## config.mk

```make
export PLATFORM = sky130hd
export DESIGN_NAME = rp32_core
export DESIGN_NICKNAME = d
export VERILOG_FILES = /design/src/design/rp_pkg.sv /design/src/design/rp32_core.sv /design/src/design/rp_alu.sv /design/src/design/rp_br.sv /design/src/design/rp_dec.sv /design/src/design/rp_gpr.sv /design/src/design/rp_lsu.sv
export VERILOG_INCLUDE_DIRS = /design/src /design/src/design
export SDC_FILE = /design/constraint.sdc
export NUM_CORES = 2
export LEC_CHECK = 0
export BUFFER_PORTS_ARGS = -buffer_cell sky130_fd_sc_hd__buf_2
export CORE_MARGIN = 1
export CORE_UTILIZATION = 45
export CTS_CLUSTER_DIAMETER = 120
export CTS_CLUSTER_SIZE = 30
export DETAILED_ROUTE_END_ITERATION = 7
export HOLD_SLACK_MARGIN = 0.1
export REMOVE_ABC_BUFFERS = 1
export SLEW_MARGIN = 20
export SYNTH_ARGS = -nofsm -noshare
export SYNTH_HDL_FRONTEND = slang
export SYNTH_SLANG_ARGS = --single-unit
```

## constraint.sdc

```tcl
create_clock -name clk -period 34.4 [get_ports clk]
set_input_delay 5.16 -clock clk [delete_from_list [all_inputs] [get_ports clk]]
set_output_delay 5.16 -clock clk [all_outputs]
set_load 0.03 [all_outputs]
```

## src/design/rp_cfg.svh

```systemverilog
`ifndef RP_CFG_SVH
`define RP_CFG_SVH

// program bus address width
`define RP_PAW 32
// data bus address width
`define RP_DAW 32
// integer register width, also data bus width
`define RP_XW 32

// fetch address out of reset
`define RP_PC0 32'h0000_0000

// 1 for RV32E (16 registers), 0 for RV32I
`define RP_ISA_E 0

`endif

```

## src/design/rp_pkg.sv

```systemverilog
`default_nettype none

`include "rp_cfg.svh"

package rp_pkg;

  // major opcodes in instr[6:0]
  typedef enum logic [6:0] {
    OPC_LUI    = 7'b0110111,
    OPC_AUIPC  = 7'b0010111,
    OPC_JAL    = 7'b1101111,
    OPC_JALR   = 7'b1100111,
    OPC_BRANCH = 7'b1100011,
    OPC_LOAD   = 7'b0000011,
    OPC_STORE  = 7'b0100011,
    OPC_OP_IMM = 7'b0010011,
    OPC_OP     = 7'b0110011
  } opc_t;

  // alu operation
  typedef enum logic [3:0] {
    AO_ADD, AO_SUB, AO_SLL, AO_SLT, AO_SLTU,
    AO_XOR, AO_SRL, AO_SRA, AO_OR, AO_AND
  } ao_t;

  // branch condition, jmp is unconditional
  typedef enum logic [2:0] {
    BR_NONE, BR_EQ, BR_NE, BR_LT, BR_GE, BR_LTU, BR_GEU, BR_JMP
  } br_t;

  // operand sources
  typedef enum logic [1:0] {A1_RS1, A1_PC, A1_ZERO} a1_t;
  typedef enum logic {A2_RS2, A2_IMM} a2_t;

  // write-back source
  typedef enum logic [1:0] {WB_NONE, WB_ALU, WB_MEM, WB_PC4} wb_t;

  // data bus access
  typedef enum logic [1:0] {LS_NONE, LS_LOAD, LS_STORE} ls_t;

  // decoded control, 50 bits
  typedef struct packed {
    ao_t              ao;
    br_t              br;
    a1_t              a1;
    a2_t              a2;
    wb_t              wb;
    ls_t              ls;
    // size in [1:0], unsigned load in [2]
    logic [2:0]       f3;
    logic             jalr;
    logic [`RP_XW-1:0] imm;
  } ctl_t;

endpackage: rp_pkg

`default_nettype wire

```

## src/design/rp32_core.sv

```systemverilog
`timescale 1ns/1ns
`default_nettype none

`include "rp_cfg.svh"

module rp32_core import rp_pkg::*; (
  input  logic                        clk,
  input  logic                        rst,
  // program bus
  output logic                        bup_req,
  output logic [`RP_PAW-1:0]          bup_adr,
  input  logic [`RP_XW/8-1:0][8-1:0]  bup_rdt,
  input  logic                        bup_ack,
  // data bus
  output logic                        bud_req,
  output logic                        bud_wen,
  output logic [`RP_XW/8-1:0]         bud_sel,
  output logic [`RP_DAW-1:0]          bud_adr,
  output logic [`RP_XW/8-1:0][8-1:0]  bud_wdt,
  input  logic [`RP_XW/8-1:0][8-1:0]  bud_rdt,
  input  logic                        bud_ack
);

  // register address width, 16 registers for rv32e
  localparam int unsigned AW = (`RP_ISA_E != 0) ? 4 : 5;

  logic [31:0]         ins;
  ctl_t                ctl;
  logic                tkn;
  logic                stall;
  logic [`RP_PAW-1:0]  pc;
  logic [`RP_PAW-1:0]  pc4;
  logic [`RP_PAW-1:0]  pcn;
  logic [`RP_XW-1:0]   gpr_rs1;
  logic [`RP_XW-1:0]   gpr_rs2;
  logic [`RP_XW-1:0]   gpr_rd;
  logic [`RP_XW-1:0]   alu_rs1;
  logic [`RP_XW-1:0]   alu_rs2;
  logic [`RP_XW-1:0]   alu_rd;
  logic [`RP_XW-1:0]   alu_sum;
  logic [`RP_XW-1:0]   ldt;

  ////////////////////////////////////////////////////////////
  // fetch
  ////////////////////////////////////////////////////////////

  // request rises at the first clock after reset and stays
  always_ff @(posedge clk, posedge rst) begin
    if (rst) begin
      bup_req <= 1'b0;
    end else begin
      bup_req <= 1'b1;
    end
  end

  // retire needs the fetch ack, plus the data ack for loads and stores
  assign stall = ~(bup_ack && ((ctl.ls == LS_NONE) || bud_ack));

  always_ff @(posedge clk, posedge rst) begin
    if (rst) begin
      pc <= `RP_PC0;
    end else if (~stall) begin
      pc <= pcn;
    end
  end

  assign bup_adr = pc;
  assign pc4     = pc + 'd4;

  // taken branch, jal and jalr all use the adder
  always_comb begin
    if (tkn) begin
      pcn = ctl.jalr ? {alu_sum[`RP_PAW-1:1], 1'b0} : alu_sum[`RP_PAW-1:0];
    end else begin
      pcn = pc4;
    end
  end

  ////////////////////////////////////////////////////////////
  // decode and registers
  ////////////////////////////////////////////////////////////

  assign ins = bup_rdt;

  rp_dec dec (
    .ins (ins),
    .ctl (ctl)
  );

  // write lands only on the retire edge
  rp_gpr #(
    .AW (AW)
  ) gpr (
    .clk   (clk),
    .rst   (rst),
    .e_rd  (~stall && (ctl.wb != WB_NONE)),
    .a_rs1 (ins[15 +: AW]),
    .a_rs2 (ins[20 +: AW]),
    .a_rd  (ins[7 +: AW]),
    .d_rs1 (gpr_rs1),
    .d_rs2 (gpr_rs2),
    .d_rd  (gpr_rd)
  );

  ////////////////////////////////////////////////////////////
  // execute
  ////////////////////////////////////////////////////////////

  rp_br br (
    .ctl (ctl.br),
    .rs1 (gpr_rs1),
    .rs2 (gpr_rs2),
    .tkn (tkn)
  );

  // operand muxes
  always_comb begin
    case (ctl.a1)
      A1_PC:   alu_rs1 = pc;
      A1_ZERO: alu_rs1 = '0;
      default: alu_rs1 = gpr_rs1;
    endcase
    alu_rs2 = (ctl.a2 == A2_IMM) ? ctl.imm : gpr_rs2;
  end

  rp_alu alu (
    .ctl (ctl.ao),
    .rs1 (alu_rs1),
    .rs2 (alu_rs2),
    .rd  (alu_rd),
    .sum (alu_sum)
  );

  ////////////////////////////////////////////////////////////
  // load/store and write-back
  ////////////////////////////////////////////////////////////

  // request held by the fetch ack until the data ack
  rp_lsu lsu (
    .req     (bup_ack),
    .ls      (ctl.ls),
    .f3      (ctl.f3),
    .adr     (alu_sum),
    .wdt     (gpr_rs2),
    .bud_req (bud_req),
    .bud_wen (bud_wen),
    .bud_sel (bud_sel),
    .bud_adr (bud_adr),
    .bud_wdt (bud_wdt),
    .bud_rdt (bud_rdt),
    .ldt     (ldt)
  );

  always_comb begin
    case (ctl.wb)
      WB_MEM:  gpr_rd = ldt;
      WB_PC4:  gpr_rd = pc4;
      default: gpr_rd = alu_rd;
    endcase
  end

endmodule: rp32_core

`default_nettype wire

```

## src/design/rp_alu.sv

```systemverilog
`timescale 1ns/1ns
`default_nettype none

`include "rp_cfg.svh"

module rp_alu import rp_pkg::*; (
  input  ao_t               ctl,
  input  logic [`RP_XW-1:0] rs1,
  input  logic [`RP_XW-1:0] rs2,
  output logic [`RP_XW-1:0] rd,
  output logic [`RP_XW-1:0] sum
);

  logic [4:0] sh;

  // shift amount from the low five bits
  assign sh = rs2[4:0];

  // jump target and memory address
  assign sum = rs1 + rs2;

  always_comb begin
    case (ctl)
      AO_ADD:  rd = sum;
      AO_SUB:  rd = rs1 - rs2;
      AO_SLL:  rd = rs1 << sh;
      AO_SLT:  rd = {{(`RP_XW-1){1'b0}}, $signed(rs1) < $signed(rs2)};
      AO_SLTU: rd = {{(`RP_XW-1){1'b0}}, rs1 < rs2};
      AO_XOR:  rd = rs1 ^ rs2;
      AO_SRL:  rd = rs1 >> sh;
      // arithmetic shift keeps the sign
      AO_SRA:  rd = $signed(rs1) >>> sh;
      AO_OR:   rd = rs1 | rs2;
      AO_AND:  rd = rs1 & rs2;
      default: rd = sum;
    endcase
  end

endmodule: rp_alu

`default_nettype wire

```

## src/design/rp_br.sv

```systemverilog
`timescale 1ns/1ns
`default_nettype none

`include "rp_cfg.svh"

module rp_br import rp_pkg::*; (
  input  br_t               ctl,
  input  logic [`RP_XW-1:0] rs1,
  input  logic [`RP_XW-1:0] rs2,
  output logic              tkn
);

  logic eq;
  logic lt;
  logic ltu;

  assign eq  = (rs1 == rs2);
  assign lt  = ($signed(rs1) < $signed(rs2));
  assign ltu = (rs1 < rs2);

  always_comb begin
    case (ctl)
      BR_EQ:   tkn = eq;
      BR_NE:   tkn = ~eq;
      BR_LT:   tkn = lt;
      BR_GE:   tkn = ~lt;
      BR_LTU:  tkn = ltu;
      BR_GEU:  tkn = ~ltu;
      // jal and jalr
      BR_JMP:  tkn = 1'b1;
      default: tkn = 1'b0;
    endcase
  end

endmodule: rp_br

`default_nettype wire

```

## src/design/rp_dec.sv

```systemverilog
`timescale 1ns/1ns
`default_nettype none

`include "rp_cfg.svh"

module rp_dec import rp_pkg::*; (
  input  logic [31:0] ins,
  output ctl_t        ctl
);

  opc_t              opc;
  logic [2:0]        f3;
  logic [`RP_XW-1:0] imm_i;
  logic [`RP_XW-1:0] imm_s;
  logic [`RP_XW-1:0] imm_b;
  logic [`RP_XW-1:0] imm_u;
  logic [`RP_XW-1:0] imm_j;

  assign opc = opc_t'(ins[6:0]);
  assign f3  = ins[14:12];

  //////////////////////////////////////////////////////////
  // immediates, all sign extended from bit 31
  //////////////////////////////////////////////////////////

  assign imm_i = {{20{ins[31]}}, ins[31:20]};
  assign imm_s = {{20{ins[31]}}, ins[31:25], ins[11:7]};
  assign imm_b = {{19{ins[31]}}, ins[31], ins[7], ins[30:25], ins[11:8], 1'b0};
  assign imm_u = {ins[31:12], 12'b0};
  assign imm_j = {{11{ins[31]}}, ins[31], ins[19:12], ins[20], ins[30:21], 1'b0};

  //////////////////////////////////////////////////////////
  // control
  //////////////////////////////////////////////////////////

  always_comb begin
    // no-op unless the opcode says otherwise
    ctl      = '0;
    ctl.ao   = AO_ADD;
    ctl.br   = BR_NONE;
    ctl.a1   = A1_RS1;
    ctl.a2   = A2_IMM;
    ctl.wb   = WB_NONE;
    ctl.ls   = LS_NONE;
    ctl.f3   = f3;
    ctl.jalr = 1'b0;
    ctl.imm  = imm_i;
    case (opc)
      OPC_LUI: begin
        ctl.a1  = A1_ZERO;
        ctl.imm = imm_u;
        ctl.wb  = WB_ALU;
      end
      OPC_AUIPC: begin
        ctl.a1  = A1_PC;
        ctl.imm = imm_u;
        ctl.wb  = WB_ALU;
      end
      OPC_JAL: begin
        // target from pc + imm on the adder
        ctl.a1  = A1_PC;
        ctl.imm = imm_j;
        ctl.br  = BR_JMP;
        ctl.wb  = WB_PC4;
      end
      OPC_JALR: begin
        ctl.br   = BR_JMP;
        ctl.jalr = 1'b1;
        ctl.wb   = WB_PC4;
      end
      OPC_BRANCH: begin
        ctl.a1  = A1_PC;
        ctl.imm = imm_b;
        case (f3)
          3'b000:  ctl.br = BR_EQ;
          3'b001:  ctl.br = BR_NE;
          3'b100:  ctl.br = BR_LT;
          3'b101:  ctl.br = BR_GE;
          3'b110:  ctl.br = BR_LTU;
          3'b111:  ctl.br = BR_GEU;
          default: ctl.br = BR_NONE;
        endcase
      end
      OPC_LOAD: begin
        ctl.ls = LS_LOAD;
        ctl.wb = WB_MEM;
      end
      OPC_STORE: begin
        ctl.ls  = LS_STORE;
        ctl.imm = imm_s;
      end
      OPC_OP_IMM, OPC_OP: begin
        ctl.wb = WB_ALU;
        if (opc == OPC_OP) begin
          ctl.a2 = A2_RS2;
        end
        case (f3)
          // sub only exists in the register form
          3'b000:  ctl.ao = (opc == OPC_OP && ins[30]) ? AO_SUB : AO_ADD;
          3'b001:  ctl.ao = AO_SLL;
          3'b010:  ctl.ao = AO_SLT;
          3'b011:  ctl.ao = AO_SLTU;
          3'b100:  ctl.ao = AO_XOR;
          3'b101:  ctl.ao = ins[30] ? AO_SRA : AO_SRL;
          3'b110:  ctl.ao = AO_OR;
          default: ctl.ao = AO_AND;
        endcase
      end
      default: begin
        ctl.wb = WB_NONE;
        ctl.ls = LS_NONE;
      end
    endcase
  end

endmodule: rp_dec

`default_nettype wire

```

## src/design/rp_gpr.sv

```systemverilog
`timescale 1ns/1ns
`default_nettype none

`include "rp_cfg.svh"

module rp_gpr #(
  int unsigned AW = 5
)(
  input  logic              clk,
  input  logic              rst,
  input  logic              e_rd,
  input  logic [AW-1:0]     a_rs1,
  input  logic [AW-1:0]     a_rs2,
  input  logic [AW-1:0]     a_rd,
  output logic [`RP_XW-1:0] d_rs1,
  output logic [`RP_XW-1:0] d_rs2,
  input  logic [`RP_XW-1:0] d_rd
);

  logic [`RP_XW-1:0] gpr [0:2**AW-1];

  // x0 is cleared by reset and never written
  always_ff @(posedge clk, posedge rst) begin
    if (rst) begin
      for (int i = 0; i < 2**AW; i++) begin
        gpr[i] <= '0;
      end
    end else if (e_rd && (a_rd != '0)) begin
      gpr[a_rd] <= d_rd;
    end
  end

  // asynchronous reads
  assign d_rs1 = gpr[a_rs1];
  assign d_rs2 = gpr[a_rs2];

endmodule: rp_gpr

`default_nettype wire

```

## src/design/rp_lsu.sv

```systemverilog
`timescale 1ns/1ns
`default_nettype none

`include "rp_cfg.svh"

module rp_lsu import rp_pkg::*; (
  input  logic                 req,
  input  ls_t                  ls,
  input  logic [2:0]           f3,
  input  logic [31:0]          adr,
  input  logic [31:0]          wdt,
  output logic                 bud_req,
  output logic                 bud_wen,
  output logic [`RP_XW/8-1:0]  bud_sel,
  output logic [`RP_DAW-1:0]   bud_adr,
  output logic [`RP_XW-1:0]    bud_wdt,
  input  logic [`RP_XW-1:0]    bud_rdt,
  output logic [31:0]          ldt
);

  logic [7:0]  ld_b;
  logic [15:0] ld_h;

  assign bud_req = req && (ls != LS_NONE);
  assign bud_wen = (ls == LS_STORE);
  // word aligned, low bits go to the byte select
  assign bud_adr = {adr[`RP_DAW-1:2], 2'b00};

  //////////////////////////////////////////////////////////
  // store lanes
  //////////////////////////////////////////////////////////

  always_comb begin
    case (f3[1:0])
      2'b00: begin
        bud_sel = 4'b0001 << adr[1:0];
        bud_wdt = {4{wdt[7:0]}};
      end
      2'b01: begin
        bud_sel = adr[1] ? 4'b1100 : 4'b0011;
        bud_wdt = {2{wdt[15:0]}};
      end
      default: begin
        bud_sel = 4'b1111;
        bud_wdt = wdt;
      end
    endcase
  end

  //////////////////////////////////////////////////////////
  // load extraction
  //////////////////////////////////////////////////////////

  assign ld_b = bud_rdt[8*adr[1:0] +: 8];
  assign ld_h = adr[1] ? bud_rdt[31:16] : bud_rdt[15:0];

  // f3[2] set means zero extension
  always_comb begin
    case (f3[1:0])
      2'b00:   ldt = {{24{~f3[2] & ld_b[7]}}, ld_b};
      2'b01:   ldt = {{16{~f3[2] & ld_h[15]}}, ld_h};
      default: ldt = bud_rdt;
    endcase
  end

endmodule: rp_lsu

`default_nettype wire

```

==> impl_metrics.json <==
{
  "synthDominantCellAreaShare_pct": 39.1,
  "wl_mm": 282,
  "fill_cells": 13900,
  "setup_viol": 0,
  "worstSetupPathType": "in -> out",
  "grt_max_degree": 161,
  "synth_most_common_cell": "nand2_1",
  "stdcell_area_sq_um": 71400,
  "cts_root_buffer": "clkbuf_16",
  "hp-start": "gpr.gpr[1015]",
  "cts_num_sinks": 1057,
  "cp-start-kind": "input pin",
  "pwr-share-seq_pct": 45.0,
  "p_sw_uw": 1210,
  "cts_setup_buffers": 0,
  "synth_area_leaders": "dfrtp_1, mux2i_1, mux4_2",
  "worst_pin_slew_ns": 1.24,
  "viasPerCell": 6.68,
  "finalCritPeriodShare_pct": 55.2,
  "placeableCoreArea_sq_um": 148000,
  "clock.fmax_mhz": 52.7,
  "cts_tree": "built",
  "p_comb_share_pct": 32.6,
  "cts_max_path_buffers": 3,
  "hold_viol_final": 0,
  "period_minus_slack_ns": 18.99,
  "die_width_um": 390,
  "die_y_um": 390,
  "syn_inst": 6961,
  "ctsResizeCount": 0,
  "p_per_area_nw_per_um2": 42.7,
  "worstSetupEndpointType": "output port",
  "synth.avg_cell_area_sq_um": 9.71,
  "area_delta_synth_final_pct": 5.67,
  "grt_pass1_wl_mm": 405,
  "placed_area_sq_um": 70100,
  "syn-cell-area_sq_um": 67600,
  "clkPwrFrac_pct": 22.4,
  "synth_flop_cell": "dfrtp_1",
  "ios": 171,
  "avgRoutedWirePerCell_um": 32.5,
  "synth_common_cells": "nand2_1, dfrtp_1, o21ai_0",
  "insertion_delay_ns": 0.71,
  "vdd_ir_drop_max_mv": 0.0340,
  "remaining_drc_errors": 0,
  "rsz0062_at_grt": "false",
  "crit_fanout": 86,
  "crit_arrival_ns": 13.83,
  "power.internal_uw": 1840,
  "drt_pass1_iterations": 7,
  "gp_routability_congestion": 1.04,
  "synth-edff-count": 0,
  "postRouteAntennaNets": 0,
  "hold_path_class": "reg -> reg",
  "yosysTopAreaCell": "dfrtp_1",
  "htree_levels": 2,
  "status": "complete, no violations",
  "start_util_pct": 45.6,
  "reg2reg_from": "gpr.gpr[770]",
  "path_clk_slew_ns": 0.11,
  "dp_hpwl_mm": 186,
  "crit_required_ns": 29.24,
  "synth_warnings": 0,
  "fin_worst_skew_ns": 0.0470,
  "relSlewSlack_pct": 16.4,
  "drive_above_1_share_pct": 15.2,
  "drtIter0Drc": 7393,
  "synth.distinct_cells": 94,
  "port_buffers": 168,
  "gr-total-overflow": 0,
  "dieArea_sq_um": 152000,
  "async_reset_ff_share_pct": 100,
  "utilization_pct": 48.2,
  "grtUsageTotal_pct": 36.6,
  "holdBufCountCts": 0,
  "synth-seq-cells": 1057,
  "num_rows": 141,
  "reg2regPathDepth": 20,
  "hold_depth": 0,
  "num_vias": 58100,
  "r2r_setup_slack_ns": 26.74,
  "grt_pass1_vias": 55400,
  "cellLeakagePower_uw": 0.0323,
  "seq_area_frac_synth_pct": 39.1,
  "swShare_pct": 39.7,
  "min_to": "gpr.gpr[1015]",
  "drv_cap": 0,
  "fin_nets": 6876,
  "cts_made_buffers": 44,
  "maxSlewViolCount": 0,
  "fin_setup_tns_ns": 0,
  "worst_r2r_endpoint": "gpr.gpr[607]",
  "grt_antenna_before_repair": 30
}
-- flip-flops by register name, summed over array words and instances (netlist names) --
register / flops
bup_adr: 32
bup_req: 1
gpr.gpr: 1024
-- cell type report --
class | instances | area (sq um) | area share (%)
Sequential cell | 1057 | 26500 | 37.0
Inverter | 145 | 556 | 0.778
Multi-Input combinational cell | 5067 | 38200 | 53.5
Timing Repair Buffer | 360 | 2370 | 3.32
Tap cell | 2002 | 2500 | 3.51
Clock buffer | 47 | 1160 | 1.63
Antenna cell | 10 | 25.0 | 0.0350
Clock inverter | 8 | 145 | 0.203
-- metrics by stage --
stage / cells / hold WS (ns) / total power, uW / setup slack (ns)
5_1_grt: 8687 / 0.422 / 3150 / 15.18
3_5_place_dp: 8631 / 0.386 / 2360 / 15.74
2_1_floorplan: 6269 / 0.369 / 1920 / -0.512
6_report: 8696 / 0.409 / 3050 / 15.41
3_3_place_gp: 8631 / 0.384 / 2350 / 15.84
4_1_cts: 8686 / 0.414 / 3030 / 15.75
-- cells by family (layout without fill, tap and decap cells) --
logic type / Yosys count / in the layout / synth area share [%]
XOR/XNOR: 68 / 68 / 0.881
other: 2 / 13 / 0.0111
multiplexers: 1252 / 1252 / 24.3
flip-flops: 1057 / 1057 / 39.1
AND/OR/NAND/NOR: 1551 / 1551 / 9.60
AO/OA/AOI/OAI: 2060 / 2060 / 18.3
buffers and inverters: 838 / 560 / 5.27
adder cells (fa/ha/maj): 133 / 133 / 2.48
-- worst max-delay path by stage --
stage	from	to	slack, ns	cells past startpoint
global placement	bup_rdt[16]	bud_adr[24]	15.84	23
finish	bup_rdt[16]	bud_adr[28]	15.41	23
floorplan	rst	bup_adr[0]	-0.51	1
CTS	bup_rdt[16]	bud_adr[24]	15.75	23
global route	bup_rdt[16]	bud_adr[30]	15.18	23
detailed placement	bup_rdt[16]	bud_adr[24]	15.74	23
-- routing by layer --
layer  track usage, %  vias to the layer above  part of all wire (%)
li1                 -                    24800                     -
met4             16.8                       16                   5.5
met5                0                        -                 0.032
met1             50.5                    29300                    41
met2             53.4                     3248                    42
met3             9.88                      693                    11
-- cells in the final DEF, fill, tap and decap left out, types with 18 or more instances in the layout --
cell,n
dfrtp_1,1057
nand2_1,1034
o21ai_0,814
mux2i_1,758
a21oi_1,362
a22oi_1,311
mux4_2,293
nor2_1,198
buf_4,189
mux2_2,184
buf_2,162
o21ai_1,143
inv_1,139
ha_1,131
nand3_1,57
xnor2_1,52
clkbuf_16,46
o31ai_1,43
o22ai_1,40
a21o_1,34
nor3_1,32
a211oi_1,32
nand2_4,31
a221oi_1,29
nor4_1,28
o211ai_1,28
o221ai_1,25
a2bb2oi_1,23
o21bai_1,21
and3_1,20
and2_1,18
nand4_1,18
-- critical path: stages --
cell	delay, ns
buf_8	0.57
buf_4	0.83
buf_4	0.90
buf_4	0.70
mux2i_1	0.27
a22oi_1	0.10
a21oi_1	0.23
nor4_2	0.16
a22oi_1	0.50
inv_1	0.14
ha_1	0.30
fa_1	0.47
nor2b_1	0.15
o21a_1	0.20
o21ai_0	0.25
a21o_1	0.27
a21oi_1	0.21
o21ai_0	0.73
a21oi_1	0.25
nor3_1	0.46
o21bai_1	0.13
xnor2_1	0.26
buf_2	0.25
-- power by group through the flow --
stage                     Clock [uW]  Combinational, uW  Sequential [uW]
after floorplan                    0                528             1390
after global placement             0                959             1390
after detailed placement           0                963             1400
after CTS                        694                966             1370
after global routing             731               1040             1380
final                            685                996             1370
No activity file was read; power rests on OpenSTA's default activity.
